$ cat config.mk
export PLATFORM = sky130hd
export DESIGN_NAME = map_mux_flat
export DESIGN_NICKNAME = d
export VERILOG_FILES = /design/src/hw/cart_pkg.sv /design/src/hw/cart_buses.sv /design/src/hw/loader_mapper.sv /design/src/hw/nrom_mapper.sv /design/src/hw/uxrom_mapper.sv /design/src/hw/map_mux.sv /design/src/flat_wrapper.sv
export VERILOG_INCLUDE_DIRS = /design/src /design/src/hw
export SDC_FILE = /design/constraint.sdc
export NUM_CORES = 1
export LEC_CHECK = 0
export BUFFER_PORTS_ARGS = -buffer_cell sky130_fd_sc_hd__buf_2
export CORE_MARGIN = 10
export CORE_UTILIZATION = 40
export CTS_BUF_LIST = sky130_fd_sc_hd__clkbuf_16
export DETAILED_ROUTE_END_ITERATION = 6
export PLACE_DENSITY = 0.78
export SLEW_MARGIN = 0
export SYNTH_ARGS = -nofsm -noshare
export SYNTH_HDL_FRONTEND = slang
export SYNTH_HIERARCHICAL = 1
export SYNTH_SLANG_ARGS = --single-unit
$ cat constraint.sdc
create_clock -name m2 -period 2.3 [get_ports m2]
set_input_delay 0.23 -clock m2 [delete_from_list [all_inputs] [get_ports m2]]
set_output_delay 0.23 -clock m2 [all_outputs]
set_load 0.01 [all_outputs]
$ cat src/hw/cart_cfg.svh
`ifndef CART_CFG_SVH
`define CART_CFG_SVH

// PRG space is 64 KB, which is four 16 KB banks.
`define CART_PRG_ADDR_BITS 16

// CHR space is one 8 KB pattern table set.
`define CART_CHR_ADDR_BITS 13

// loader, NROM and UxROM.
`define CART_MAP_CNT 3

// stages for the host register toggle crossing into m2.
`define CART_SYNC_DEPTH 3

`endif

$ cat src/hw/cart_pkg.sv
package cart_pkg;

    // mapper numbers at or above the slot count select nothing.
    typedef logic [4:0] map_sel_t;

    typedef struct packed {
        logic [20:0] reserved;
        logic        mirror_vertical;
        logic [4:0]  prg_size_log2;
        map_sel_t    select;
    } cfg_fields_t;

    // the host writes a raw word; the mux reads it back as fields.
    typedef union packed {
        logic [31:0] raw;
        cfg_fields_t fields;
    } cfg_word_u;

endpackage

$ cat src/hw/cart_buses.sv
`timescale 1ns/1ps
`include "cart_cfg.svh"

interface map_bus (
    input logic m2,
    input logic async_reset
);
    logic enable;
    logic mirror_vertical;
    logic [15:0] cpu_addr;
    logic [7:0] cpu_data_in;
    logic cpu_rw;
    logic [13:0] ppu_addr;
    logic ppu_rd;
    logic ppu_wr;

    logic [`CART_PRG_ADDR_BITS-1:0] prg_addr;
    logic prg_oe;
    logic prg_we;
    logic [`CART_CHR_ADDR_BITS-1:0] chr_addr;
    logic chr_oe;
    logic chr_we;
    logic ciram_a10;
    logic ciram_ce;

    modport mapper (
        input  m2, async_reset, enable, mirror_vertical,
        input  cpu_addr, cpu_data_in, cpu_rw, ppu_addr, ppu_rd, ppu_wr,
        output prg_addr, prg_oe, prg_we, chr_addr, chr_oe, chr_we,
        output ciram_a10, ciram_ce
    );

    modport mux (
        output enable, mirror_vertical,
        output cpu_addr, cpu_data_in, cpu_rw, ppu_addr, ppu_rd, ppu_wr,
        input  prg_addr, prg_oe, prg_we, chr_addr, chr_oe, chr_we,
        input  ciram_a10, ciram_ce
    );
endinterface

interface mem_bus;
    logic [`CART_PRG_ADDR_BITS-1:0] prg_addr;
    logic prg_we;
    logic [7:0] prg_wdata;
    logic [7:0] prg_rdata;
    logic [`CART_CHR_ADDR_BITS-1:0] chr_addr;
    logic chr_we;
    logic [7:0] chr_wdata;
    logic [7:0] chr_rdata;

    modport mem (
        input  prg_addr, prg_we, prg_wdata, chr_addr, chr_we, chr_wdata,
        output prg_rdata, chr_rdata
    );

    modport ctrl (
        output prg_addr, prg_we, prg_wdata, chr_addr, chr_we, chr_wdata,
        input  prg_rdata, chr_rdata
    );
endinterface

$ cat src/hw/loader_mapper.sv
`timescale 1ns/1ps
`include "cart_cfg.svh"

module loader_mapper (
    map_bus.mapper bus
);
    localparam int PRG_W = `CART_PRG_ADDR_BITS;
    localparam int CHR_W = `CART_CHR_ADDR_BITS;

    logic prg_hit;
    logic chr_hit;

    // the upper half of CPU space reaches PRG, the 6000 window reaches CHR.
    assign prg_hit = bus.enable && bus.cpu_addr[15];
    assign chr_hit = bus.enable && (bus.cpu_addr[15:13] == 3'b011);

    assign bus.prg_addr = PRG_W'(bus.cpu_addr[14:0]);
    assign bus.prg_oe   = prg_hit && bus.cpu_rw;
    assign bus.prg_we   = prg_hit && !bus.cpu_rw;

    assign bus.chr_addr = CHR_W'(bus.cpu_addr[12:0]);
    assign bus.chr_oe   = chr_hit && bus.cpu_rw;
    assign bus.chr_we   = chr_hit && !bus.cpu_rw;

    // nametables stay idle while the host is loading.
    assign bus.ciram_a10 = 1'b0;
    assign bus.ciram_ce  = 1'b1;

endmodule

$ cat src/hw/nrom_mapper.sv
`timescale 1ns/1ps
`include "cart_cfg.svh"

module nrom_mapper (
    map_bus.mapper bus
);
    localparam int PRG_W = `CART_PRG_ADDR_BITS;
    localparam int CHR_W = `CART_CHR_ADDR_BITS;

    assign bus.prg_addr = PRG_W'(bus.cpu_addr[14:0]);
    assign bus.prg_oe   = bus.enable && bus.cpu_rw && bus.cpu_addr[15];
    assign bus.prg_we   = 1'b0;

    // CHR is ROM here, so PPU writes fall on the floor.
    assign bus.chr_addr = CHR_W'(bus.ppu_addr[12:0]);
    assign bus.chr_oe   = bus.enable && bus.ppu_rd && !bus.ppu_addr[13];
    assign bus.chr_we   = 1'b0;

    assign bus.ciram_ce  = !(bus.enable && bus.ppu_addr[13]);
    assign bus.ciram_a10 = bus.mirror_vertical ? bus.ppu_addr[10] : bus.ppu_addr[11];

endmodule

$ cat src/hw/uxrom_mapper.sv
`timescale 1ns/1ps
`include "cart_cfg.svh"

module uxrom_mapper (
    map_bus.mapper bus
);
    localparam int PRG_W = `CART_PRG_ADDR_BITS;
    localparam int CHR_W = `CART_CHR_ADDR_BITS;

    logic [1:0] bank;
    logic [1:0] cur_bank;
    logic prg_hit;
    logic chr_hit;

    assign prg_hit = bus.enable && bus.cpu_addr[15];
    assign chr_hit = bus.enable && !bus.ppu_addr[13];

    // any write into ROM space lands in the bank register.
    always_ff @(posedge bus.m2 or posedge bus.async_reset) begin
        if (bus.async_reset) begin
            bank <= 2'd0;
        end else if (!bus.enable) begin
            bank <= 2'd0;
        end else if (prg_hit && !bus.cpu_rw) begin
            bank <= bus.cpu_data_in[1:0];
        end
    end

    // C000 and up is pinned to the last bank.
    assign cur_bank = bus.cpu_addr[14] ? 2'd3 : bank;

    assign bus.prg_addr = PRG_W'({cur_bank, bus.cpu_addr[13:0]});
    assign bus.prg_oe   = prg_hit && bus.cpu_rw;
    assign bus.prg_we   = 1'b0;

    assign bus.chr_addr = CHR_W'(bus.ppu_addr[12:0]);
    assign bus.chr_oe   = chr_hit && bus.ppu_rd;
    assign bus.chr_we   = chr_hit && bus.ppu_wr;

    assign bus.ciram_ce  = !(bus.enable && bus.ppu_addr[13]);
    assign bus.ciram_a10 = bus.mirror_vertical ? bus.ppu_addr[10] : bus.ppu_addr[11];

endmodule

$ cat src/hw/map_mux.sv
`timescale 1ns/1ps
`include "cart_cfg.svh"

module map_mux (
    input  logic m2,
    input  logic async_reset,
    input  logic [15:0] cpu_addr,
    input  logic [7:0] cpu_data_in,
    input  logic cpu_rw,
    input  logic [13:0] ppu_addr,
    input  logic [7:0] ppu_data_in,
    input  logic ppu_rd,
    input  logic ppu_wr,
    input  logic [31:0] wr_reg,
    input  logic [3:0] wr_reg_addr,
    input  logic wr_reg_changed,
    output logic cpu_oe,
    output logic ppu_oe,
    output logic ciram_a10,
    output logic ciram_ce,
    output logic [7:0] cpu_data_out,
    output logic [7:0] ppu_data_out,
    mem_bus.ctrl mem
);
    localparam int PRG_W = `CART_PRG_ADDR_BITS;
    localparam int CHR_W = `CART_CHR_ADDR_BITS;
    localparam int MAP_CNT = `CART_MAP_CNT;
    localparam int SYNC_D = `CART_SYNC_DEPTH;
    localparam int LOADER_SLOT = 0;

    cart_pkg::cfg_word_u cfg_q;
    logic [SYNC_D-1:0] toggle_sync;
    logic reg_load;

    logic [PRG_W-1:0] slot_prg_addr [MAP_CNT];
    logic slot_prg_oe [MAP_CNT];
    logic slot_prg_we [MAP_CNT];
    logic [CHR_W-1:0] slot_chr_addr [MAP_CNT];
    logic slot_chr_oe [MAP_CNT];
    logic slot_chr_we [MAP_CNT];
    logic slot_ciram_a10 [MAP_CNT];
    logic slot_ciram_ce [MAP_CNT];

    logic [PRG_W-1:0] sel_prg_addr;
    logic sel_prg_oe;
    logic sel_prg_we;
    logic [CHR_W-1:0] sel_chr_addr;
    logic sel_chr_oe;
    logic sel_chr_we;
    logic [PRG_W-1:0] prg_mask;
    logic loader_active;
    logic cpu_chr_rd;

    map_bus map_if[MAP_CNT] (.m2(m2), .async_reset(async_reset));

    loader_mapper loader_u (.bus(map_if[0]));
    nrom_mapper   nrom_u   (.bus(map_if[1]));
    uxrom_mapper  uxrom_u  (.bus(map_if[2]));

    // the host flips wr_reg_changed once per write; an edge out of the
    // synchroniser loads the word if it is aimed at register 0.
    assign reg_load = toggle_sync[SYNC_D-1] != toggle_sync[SYNC_D-2];

    always_ff @(posedge m2 or posedge async_reset) begin
        if (async_reset) begin
            toggle_sync <= '0;
            cfg_q.raw   <= '0;
        end else begin
            toggle_sync <= {toggle_sync[SYNC_D-2:0], wr_reg_changed};
            if (reg_load && wr_reg_addr == 4'd0) begin
                cfg_q.raw <= wr_reg;
            end
        end
    end

    for (genvar i = 0; i < MAP_CNT; i++) begin : g_slot
        assign map_if[i].enable = cfg_q.fields.select == cart_pkg::map_sel_t'(i);
        assign map_if[i].mirror_vertical = cfg_q.fields.mirror_vertical;
        assign map_if[i].cpu_addr = cpu_addr;
        assign map_if[i].cpu_data_in = cpu_data_in;
        assign map_if[i].cpu_rw = cpu_rw;
        assign map_if[i].ppu_addr = ppu_addr;
        assign map_if[i].ppu_rd = ppu_rd;
        assign map_if[i].ppu_wr = ppu_wr;

        assign slot_prg_addr[i] = map_if[i].prg_addr;
        assign slot_prg_oe[i] = map_if[i].prg_oe;
        assign slot_prg_we[i] = map_if[i].prg_we;
        assign slot_chr_addr[i] = map_if[i].chr_addr;
        assign slot_chr_oe[i] = map_if[i].chr_oe;
        assign slot_chr_we[i] = map_if[i].chr_we;
        assign slot_ciram_a10[i] = map_if[i].ciram_a10;
        assign slot_ciram_ce[i] = map_if[i].ciram_ce;
    end

    // an empty slot number leaves everything idle.
    always_comb begin
        sel_prg_addr = '0;
        sel_prg_oe   = 1'b0;
        sel_prg_we   = 1'b0;
        sel_chr_addr = '0;
        sel_chr_oe   = 1'b0;
        sel_chr_we   = 1'b0;
        ciram_a10    = 1'b0;
        ciram_ce     = 1'b1;
        for (int i = 0; i < MAP_CNT; i++) begin
            if (cfg_q.fields.select == cart_pkg::map_sel_t'(i)) begin
                sel_prg_addr = slot_prg_addr[i];
                sel_prg_oe   = slot_prg_oe[i];
                sel_prg_we   = slot_prg_we[i];
                sel_chr_addr = slot_chr_addr[i];
                sel_chr_oe   = slot_chr_oe[i];
                sel_chr_we   = slot_chr_we[i];
                ciram_a10    = slot_ciram_a10[i];
                ciram_ce     = slot_ciram_ce[i];
            end
        end
    end

    // a size of zero means the whole PRG space is visible.
    assign prg_mask = (cfg_q.fields.prg_size_log2 == 5'd0) ? '1 :
        PRG_W'((32'd1 << cfg_q.fields.prg_size_log2) - 32'd1);

    // only the loader moves CHR bytes over the CPU bus.
    assign loader_active = cfg_q.fields.select == cart_pkg::map_sel_t'(LOADER_SLOT);
    assign cpu_chr_rd = loader_active && sel_chr_oe;

    assign mem.prg_addr  = sel_prg_addr & prg_mask;
    assign mem.prg_we    = sel_prg_we;
    assign mem.prg_wdata = cpu_data_in;
    assign mem.chr_addr  = sel_chr_addr;
    assign mem.chr_we    = sel_chr_we;
    assign mem.chr_wdata = loader_active ? cpu_data_in : ppu_data_in;

    assign cpu_oe = sel_prg_oe || cpu_chr_rd;
    assign ppu_oe = ppu_rd && sel_chr_oe;
    assign cpu_data_out = cpu_chr_rd ? mem.chr_rdata : mem.prg_rdata;
    assign ppu_data_out = mem.chr_rdata;

endmodule

$ cat src/flat_wrapper.sv
// flat-port wrapper written by rule: the top's interface ports become plain ports
module map_mux_flat 
  (m2, async_reset, cpu_addr, cpu_data_in, cpu_rw, ppu_addr, ppu_data_in, ppu_rd, ppu_wr, wr_reg, wr_reg_addr, wr_reg_changed, cpu_oe, ppu_oe, ciram_a10, ciram_ce, cpu_data_out, ppu_data_out, mem_prg_addr, mem_prg_we, mem_prg_wdata, mem_chr_addr, mem_chr_we, mem_chr_wdata, mem_prg_rdata, mem_chr_rdata);
  mem_bus mem_i ();
  input  logic m2;
  input  logic async_reset;
  input  logic [15:0] cpu_addr;
  input  logic [7:0] cpu_data_in;
  input  logic cpu_rw;
  input  logic [13:0] ppu_addr;
  input  logic [7:0] ppu_data_in;
  input  logic ppu_rd;
  input  logic ppu_wr;
  input  logic [31:0] wr_reg;
  input  logic [3:0] wr_reg_addr;
  input  logic wr_reg_changed;
  output logic cpu_oe;
  output logic ppu_oe;
  output logic ciram_a10;
  output logic ciram_ce;
  output logic [7:0] cpu_data_out;
  output logic [7:0] ppu_data_out;
  output wire logic [$bits(mem_i.prg_addr)-1:0] mem_prg_addr;
  output wire logic [$bits(mem_i.prg_we)-1:0] mem_prg_we;
  output wire logic [$bits(mem_i.prg_wdata)-1:0] mem_prg_wdata;
  output wire logic [$bits(mem_i.chr_addr)-1:0] mem_chr_addr;
  output wire logic [$bits(mem_i.chr_we)-1:0] mem_chr_we;
  output wire logic [$bits(mem_i.chr_wdata)-1:0] mem_chr_wdata;
  input wire logic [$bits(mem_i.prg_rdata)-1:0] mem_prg_rdata;
  input wire logic [$bits(mem_i.chr_rdata)-1:0] mem_chr_rdata;
  assign mem_prg_addr = mem_i.prg_addr;
  assign mem_prg_we = mem_i.prg_we;
  assign mem_prg_wdata = mem_i.prg_wdata;
  assign mem_chr_addr = mem_i.chr_addr;
  assign mem_chr_we = mem_i.chr_we;
  assign mem_chr_wdata = mem_i.chr_wdata;
  assign mem_i.prg_rdata = mem_prg_rdata;
  assign mem_i.chr_rdata = mem_chr_rdata;
  map_mux u_core (.m2(m2), .async_reset(async_reset), .cpu_addr(cpu_addr), .cpu_data_in(cpu_data_in), .cpu_rw(cpu_rw), .ppu_addr(ppu_addr), .ppu_data_in(ppu_data_in), .ppu_rd(ppu_rd), .ppu_wr(ppu_wr), .wr_reg(wr_reg), .wr_reg_addr(wr_reg_addr), .wr_reg_changed(wr_reg_changed), .cpu_oe(cpu_oe), .ppu_oe(ppu_oe), .ciram_a10(ciram_a10), .ciram_ce(ciram_ce), .cpu_data_out(cpu_data_out), .ppu_data_out(ppu_data_out), .mem(mem_i));
endmodule
==> Word-level counts from Yosys, hierarchy flattened <==
Index checks and enable logic that the tools add are counted.
Widths: inputs -> output; s select.
{ "totals": {"register_bits": 16, "input_bits": 104, "output_inout_bits": 67} }
{ "op_classes": {"add_sub_neg": 1, "n_eq_ne": 5, "n_shift": 1, "n_mux": 29, "n_bitwise": 1, "reduce_logical": 29} }
{ "op_table": {"columns": ["operator", "n"], "rows": [
  ["$mux 13", 3],
  ["$mux 16", 2],
  ["$mux 15", 2],
  ["$logic_and 1x1->1", 21],
  ["$mux 1", 17],
  ["$and 16x16->16", 1],
  ["$mux 8", 2],
  ["$shl 1x5->16 const A", 1],
  ["$sub 16x1->16 const B", 1],
  ["$logic_not 5->1", 2],
  ["$mux 2", 3],
  ["$eq 5x1->1 const B", 1],
  ["$eq 5x2->1 const B", 1],
  ["$logic_not 1->1", 4],
  ["$logic_not 4->1", 1],
  ["$eq 3x2->1 const B", 1],
  ["$ne 2x1->1 const B", 1],
  ["$logic_or 1x1->1", 1],
  ["$ne 1x1->1", 1]
]} }

==> Logic depth before layout (Yosys ltp) <==
{ "depth": {"word_depth": 8, "mapped_depth": 11} }

==> Hierarchy <==
Netlist, hierarchy kept.
{ "modules_own_cells": {"columns": ["mod", "n_inst", "cells_each", "area_each_um2", "seq_area_each_um2"], "rows": [
  ["map_mux", 1, 280, 2103.3, 350.3],
  ["uxrom_mapper", 1, 46, 371.6, 50.0],
  ["loader_mapper", 1, 39, 280.3, 0.0],
  ["nrom_mapper", 1, 36, 270.3, 0.0]
]} }

==> Worst setup path before layout <==
Ideal clock, no wire load.
{ "synth_timing": {"path_kind": "register to output", "from": "reg u_core/cfg_q[8] (netlist name)", "to": "out mem_prg_addr[8]", "arrival_ps": 2327, "required_ps": 2070, "slack_ps": -257, "path_stages_with_launch": 10, "n_path_buf": 3, "path_cell_list": "dfrtp_1 -> buf_2 -> or2_2 -> buf_2 -> or4_1 -> ha_1 -> clkbuf_1 -> nand4b_1 -> o21ai_0 -> nor4_1"} }
{ "synth_via": {"elab_chain_cells": 4, "word_cells_on_any_way": 5} }
{ "synth_rtl": {"columns": ["element", "line", "text"], "rows": [
  ["start: declaration", "map_mux.sv:31", "cart_pkg::cfg_word_u cfg_q;"],
  ["$shl 1x5->16", "map_mux.sv:122", "PRG_W'((32'd1 << cfg_q.fields.prg_size_log2) - 32'd1);"],
  ["$sub 16x1->16", "map_mux.sv:122", null],
  ["$mux 16 *", "map_mux.sv:121", "assign prg_mask = (cfg_q.fields.prg_size_log2 == 5'd0) ? '1 :"],
  ["$and 16x16->16 *", "map_mux.sv:128", "assign mem.prg_addr = sel_prg_addr & prg_mask;"],
  ["end: declaration", "flat_wrapper.sv:23", "output wire logic [$bits(mem_i.prg_addr)-1:0] mem_prg_addr;"]
]} }
Every way passes the cells marked *; elsewhere a longest branch is shown, timed or not.

==> Worst setup path after layout <==
{ "layout_timing": {"from": "reg u_core/cfg_q[8] (netlist name)", "to": "out mem_prg_addr[14]"} }
The elaborated chain is that of the path after synthesis.

==> flow_metrics.tcl <==
set metrics [dict create \
    crit_type "flop to primary output" \
    cpLargestDelayFamily "simple AND/OR/NAND/NOR gates" \
    period_needed_ns 2.45 \
    required_ns 2.07 \
    slowest_stage "or4_4" \
    yosysWarnings 6 \
    die_area_mm2 0.0114 \
    cts_tree "yes" \
    wl_met2_mm 4.64 \
    std_cell_rows 31 \
    place_ws_ns 0.0461 \
    worst_clock_skew_ns 0.00102 \
    syn_inst 401 \
    grt_pass1_vias 2846 \
    violations "setup timing" \
    cts-root-buf "clkbuf_16" \
    drive_above_1_share 0.529 \
    slew_violations 0 \
    via_per_inst 4.93 \
    io_buffers 149 \
    grt_start_max_net_pins 36 \
    synth_edf_count 0 \
    grt_first_pass_wirelength_mm 14.4 \
    drt-total-wl_mm 9.37 \
    worstReg2RegEnd "u_core/uxrom_u/bank[1]$_DFFE_PP0P_" \
    reg2reg_setup_slack_ns 0.69 \
    syn2layout_area_growth_pct 16.0 \
    crit_path_end_kind "primary output" \
    vias 2759 \
    hp-class "input pin to flop" \
    r2r_cells 7 \
    top_layer "met4" \
    crit_fanout 5 \
    layout.nets 567 \
    finalWeightedCongestion 0.846 \
    drt_pass1_iterations 6 \
    io_pins 171 \
    critPathCapture "mem_prg_addr[14]" \
    dpl-instance-area_mm2 0.00317 \
    wl_per_cell_um 16.7 \
    antenna_found_initial 0 \
    drc 0 \
    setup_viol 14 \
    dp_hpwl_mm 7.36 \
    synthFlopType "dfrtp_1" \
    critPathLaunchType "flop" \
    clk_latency_ns 0.25 \
    fin_util 0.481 \
    worst_slack_ns -0.151 \
    p_leak_nw 1.81 \
    met1_length_mm 3.79 \
    drt_iter0_drc 193 \
    grt_setup_unrepaired "true" \
    worst-path-stages 8 \
    clk_pin_slew_ns 0.05 \
    vdd_drop_max_v 0.000406 \
    hold-worst-slack_ns 0.0830 \
    ant_nets 0 \
    n_antenna_cell 0 \
    final_area_mm2 0.00351 \
    synth_area_mm2 0.00303 \
    fin_tns_setup_ns -1.31 \
    cts-htree-levels 1 \
    critPathMaxStageDelay_ns 0.43 \
    status "finished with violations" \
    hold_violations 0 \
    yosysSeqAreaShare 0.132 \
    cts_max_path_buffers 2 \
    critPathLaunch "u_core/cfg_q[8]$_DFFE_PP0P_" \
    slew_headroom 0.619 \
    floorplan.initialDensity 0.415 \
    syn_area_per_cell_um2 7.54 \
    grt_overflow 0 \
    fp.dieH_um 107 \
    powerDensity_mw_per_mm2 733 \
    die_w_um 107 \
    grt.total_usage 0.152 \
    core_mm2 0.00729 \
    yosys.cell_types.count 51 \
    cap_violations 0 \
    cts_buffers 3 \
    worstMarginPinSlew_ns 0.570 \
    fmax_mhz 408 \
    synth-seq-cells 16 \
    path_cells "or2_4, or4_4, ha_4, nor2b_4, and3_1, o21ai_1, a22oi_1, buf_2" \
    fin_crit_sh 1.07 \
    r2r-start "u_core/cfg_q[4]$_DFFE_PP0P_" \
    cp.arrival_ns 2.22 \
    postSynth.asyncResetShare 1.00 \
    cp.buffers_inverters 1 \
    route.met3.wl_um 762 \
    numClockSinks 16 \
]
## repair_timing
item	in CTS	in global routing
hold buffers	1	0
buffers inserted	6	6
endpoints found under the hold margin	2	0
pin swaps	9	7
resized for setup	19	13
setup endpoints to repair	19	21
cloned	1	0
## logic make-up (layout without fill, tap and decap cells)
| family | Yosys count | in the layout | share of synthesized area |
|---|---|---|---|
| adder cells (fa/ha/maj) | 1 | 1 | 0.00413 |
| flip-flops | 16 | 16 | 0.132 |
| multiplexers | 52 | 52 | 0.196 |
| other | 4 | 7 | 0.00496 |
| buffers and inverters | 142 | 198 | 0.317 |
| AO/OA/AOI/OAI | 71 | 71 | 0.146 |
| AND/OR/NAND/NOR | 114 | 115 | 0.197 |
| XOR/XNOR | 1 | 1 | 0.00290 |
## cells in the final DEF (no fill, tap or decap), types with 2 or more instances in the layout
| master | n |
|---|---|
| a211oi_1 | 3 |
| a211oi_2 | 2 |
| a21oi_1 | 26 |
| a22oi_1 | 5 |
| a31oi_1 | 2 |
| and3_1 | 2 |
| and3_2 | 2 |
| and3b_2 | 2 |
| buf_2 | 139 |
| buf_4 | 27 |
| buf_6 | 13 |
| clkbuf_16 | 3 |
| conb_1 | 7 |
| dfrtp_1 | 15 |
| inv_1 | 13 |
| mux2_2 | 21 |
| mux2_4 | 10 |
| mux2i_1 | 21 |
| nand2_1 | 20 |
| nand2b_1 | 2 |
| nand3_1 | 2 |
| nor2_1 | 49 |
| nor2b_1 | 3 |
| nor2b_4 | 3 |
| nor3_1 | 9 |
| nor4_1 | 2 |
| nor4_2 | 2 |
| o21ai_0 | 12 |
| o21ai_1 | 4 |
| o221ai_1 | 4 |
| o22ai_1 | 3 |
| or2_2 | 2 |
## sequential cells by signal (all words and copies together), names as in the netlist
name / count
u_core/cfg_q: 11
u_core/toggle_sync: 3
u_core/uxrom_u/bank: 2
## worst reg2reg max path, stage by stage (launching register included)
cell,delay (ns)
dfrtp_1,0.38
buf_4,0.14
nor4_2,0.31
nand2_1,0.11
inv_1,0.18
buf_4,0.19
nand2_1,0.06
mux2i_1,0.15
## metal layers
layer	vias up	GRT usage
li1	1385	-
met1	1265	0.165
met2	96	0.269
met3	13	0.0545
met4	0	0.0522
met5	-	0
## worst min-delay path by stage
stage / to / startpoint / depth (start not counted)
floorplan: u_core/uxrom_u/bank[0]$_DFFE_PP0P_ / async_reset / 1
global placement: u_core/uxrom_u/bank[0]$_DFFE_PP0P_ / async_reset / 2
detailed placement: u_core/uxrom_u/bank[1]$_DFFE_PP0P_ / async_reset / 2
CTS: u_core/toggle_sync[0]$_DFF_PP0_ / wr_reg_changed / 1
global route: u_core/toggle_sync[0]$_DFF_PP0_ / wr_reg_changed / 1
finish: u_core/toggle_sync[0]$_DFF_PP0_ / wr_reg_changed / 1
## stage by stage
stage	power, mW	std cells
4_1_cts	2.48	554
3_3_place_gp	2.00	542
5_1_grt	2.77	560
6_report	2.57	560
3_5_place_dp	2.04	542
2_1_floorplan	1.62	404
## report_power, final
part           total [mW]  switching [mW]  internal, mW
Combinational        1.84            1.01         0.827
Clock               0.349           0.118         0.231
Sequential          0.382          0.0426         0.339
## Yosys cell counts, drive strengths merged, types with 2 or more instances
master	number	share of area
nor3	10	0.020
buf	119	0.29
mux2	31	0.13
dfrtp	16	0.13
inv	13	0.016
nand3	3	0.0050
a211oi	5	0.012
nor4	4	0.010
a22oi	6	0.015
and3	4	0.0091
or2	4	0.0083
nand2b	2	0.0041
nand2	21	0.029
clkbuf	10	0.012
o22ai	4	0.0083
mux2i	21	0.069
nor2	50	0.067
a21oi	27	0.045
o21ai	16	0.026
nor2b	6	0.015
and3b	3	0.0095
o221ai	5	0.014
conb	4	0.0050
a31oi	2	0.0041
## cell type report
cell class	instances	area, um^2
Timing Repair Buffer	181	1070
Fill cell	760	3780
Inverter	13	48.8
Sequential cell	16	402
Tap cell	99	124
Clock inverter	1	3.75
Multi-Input combinational cell	247	1780
Clock buffer	3	75.1
Note: power is estimated with default switching activity, not from simulation.
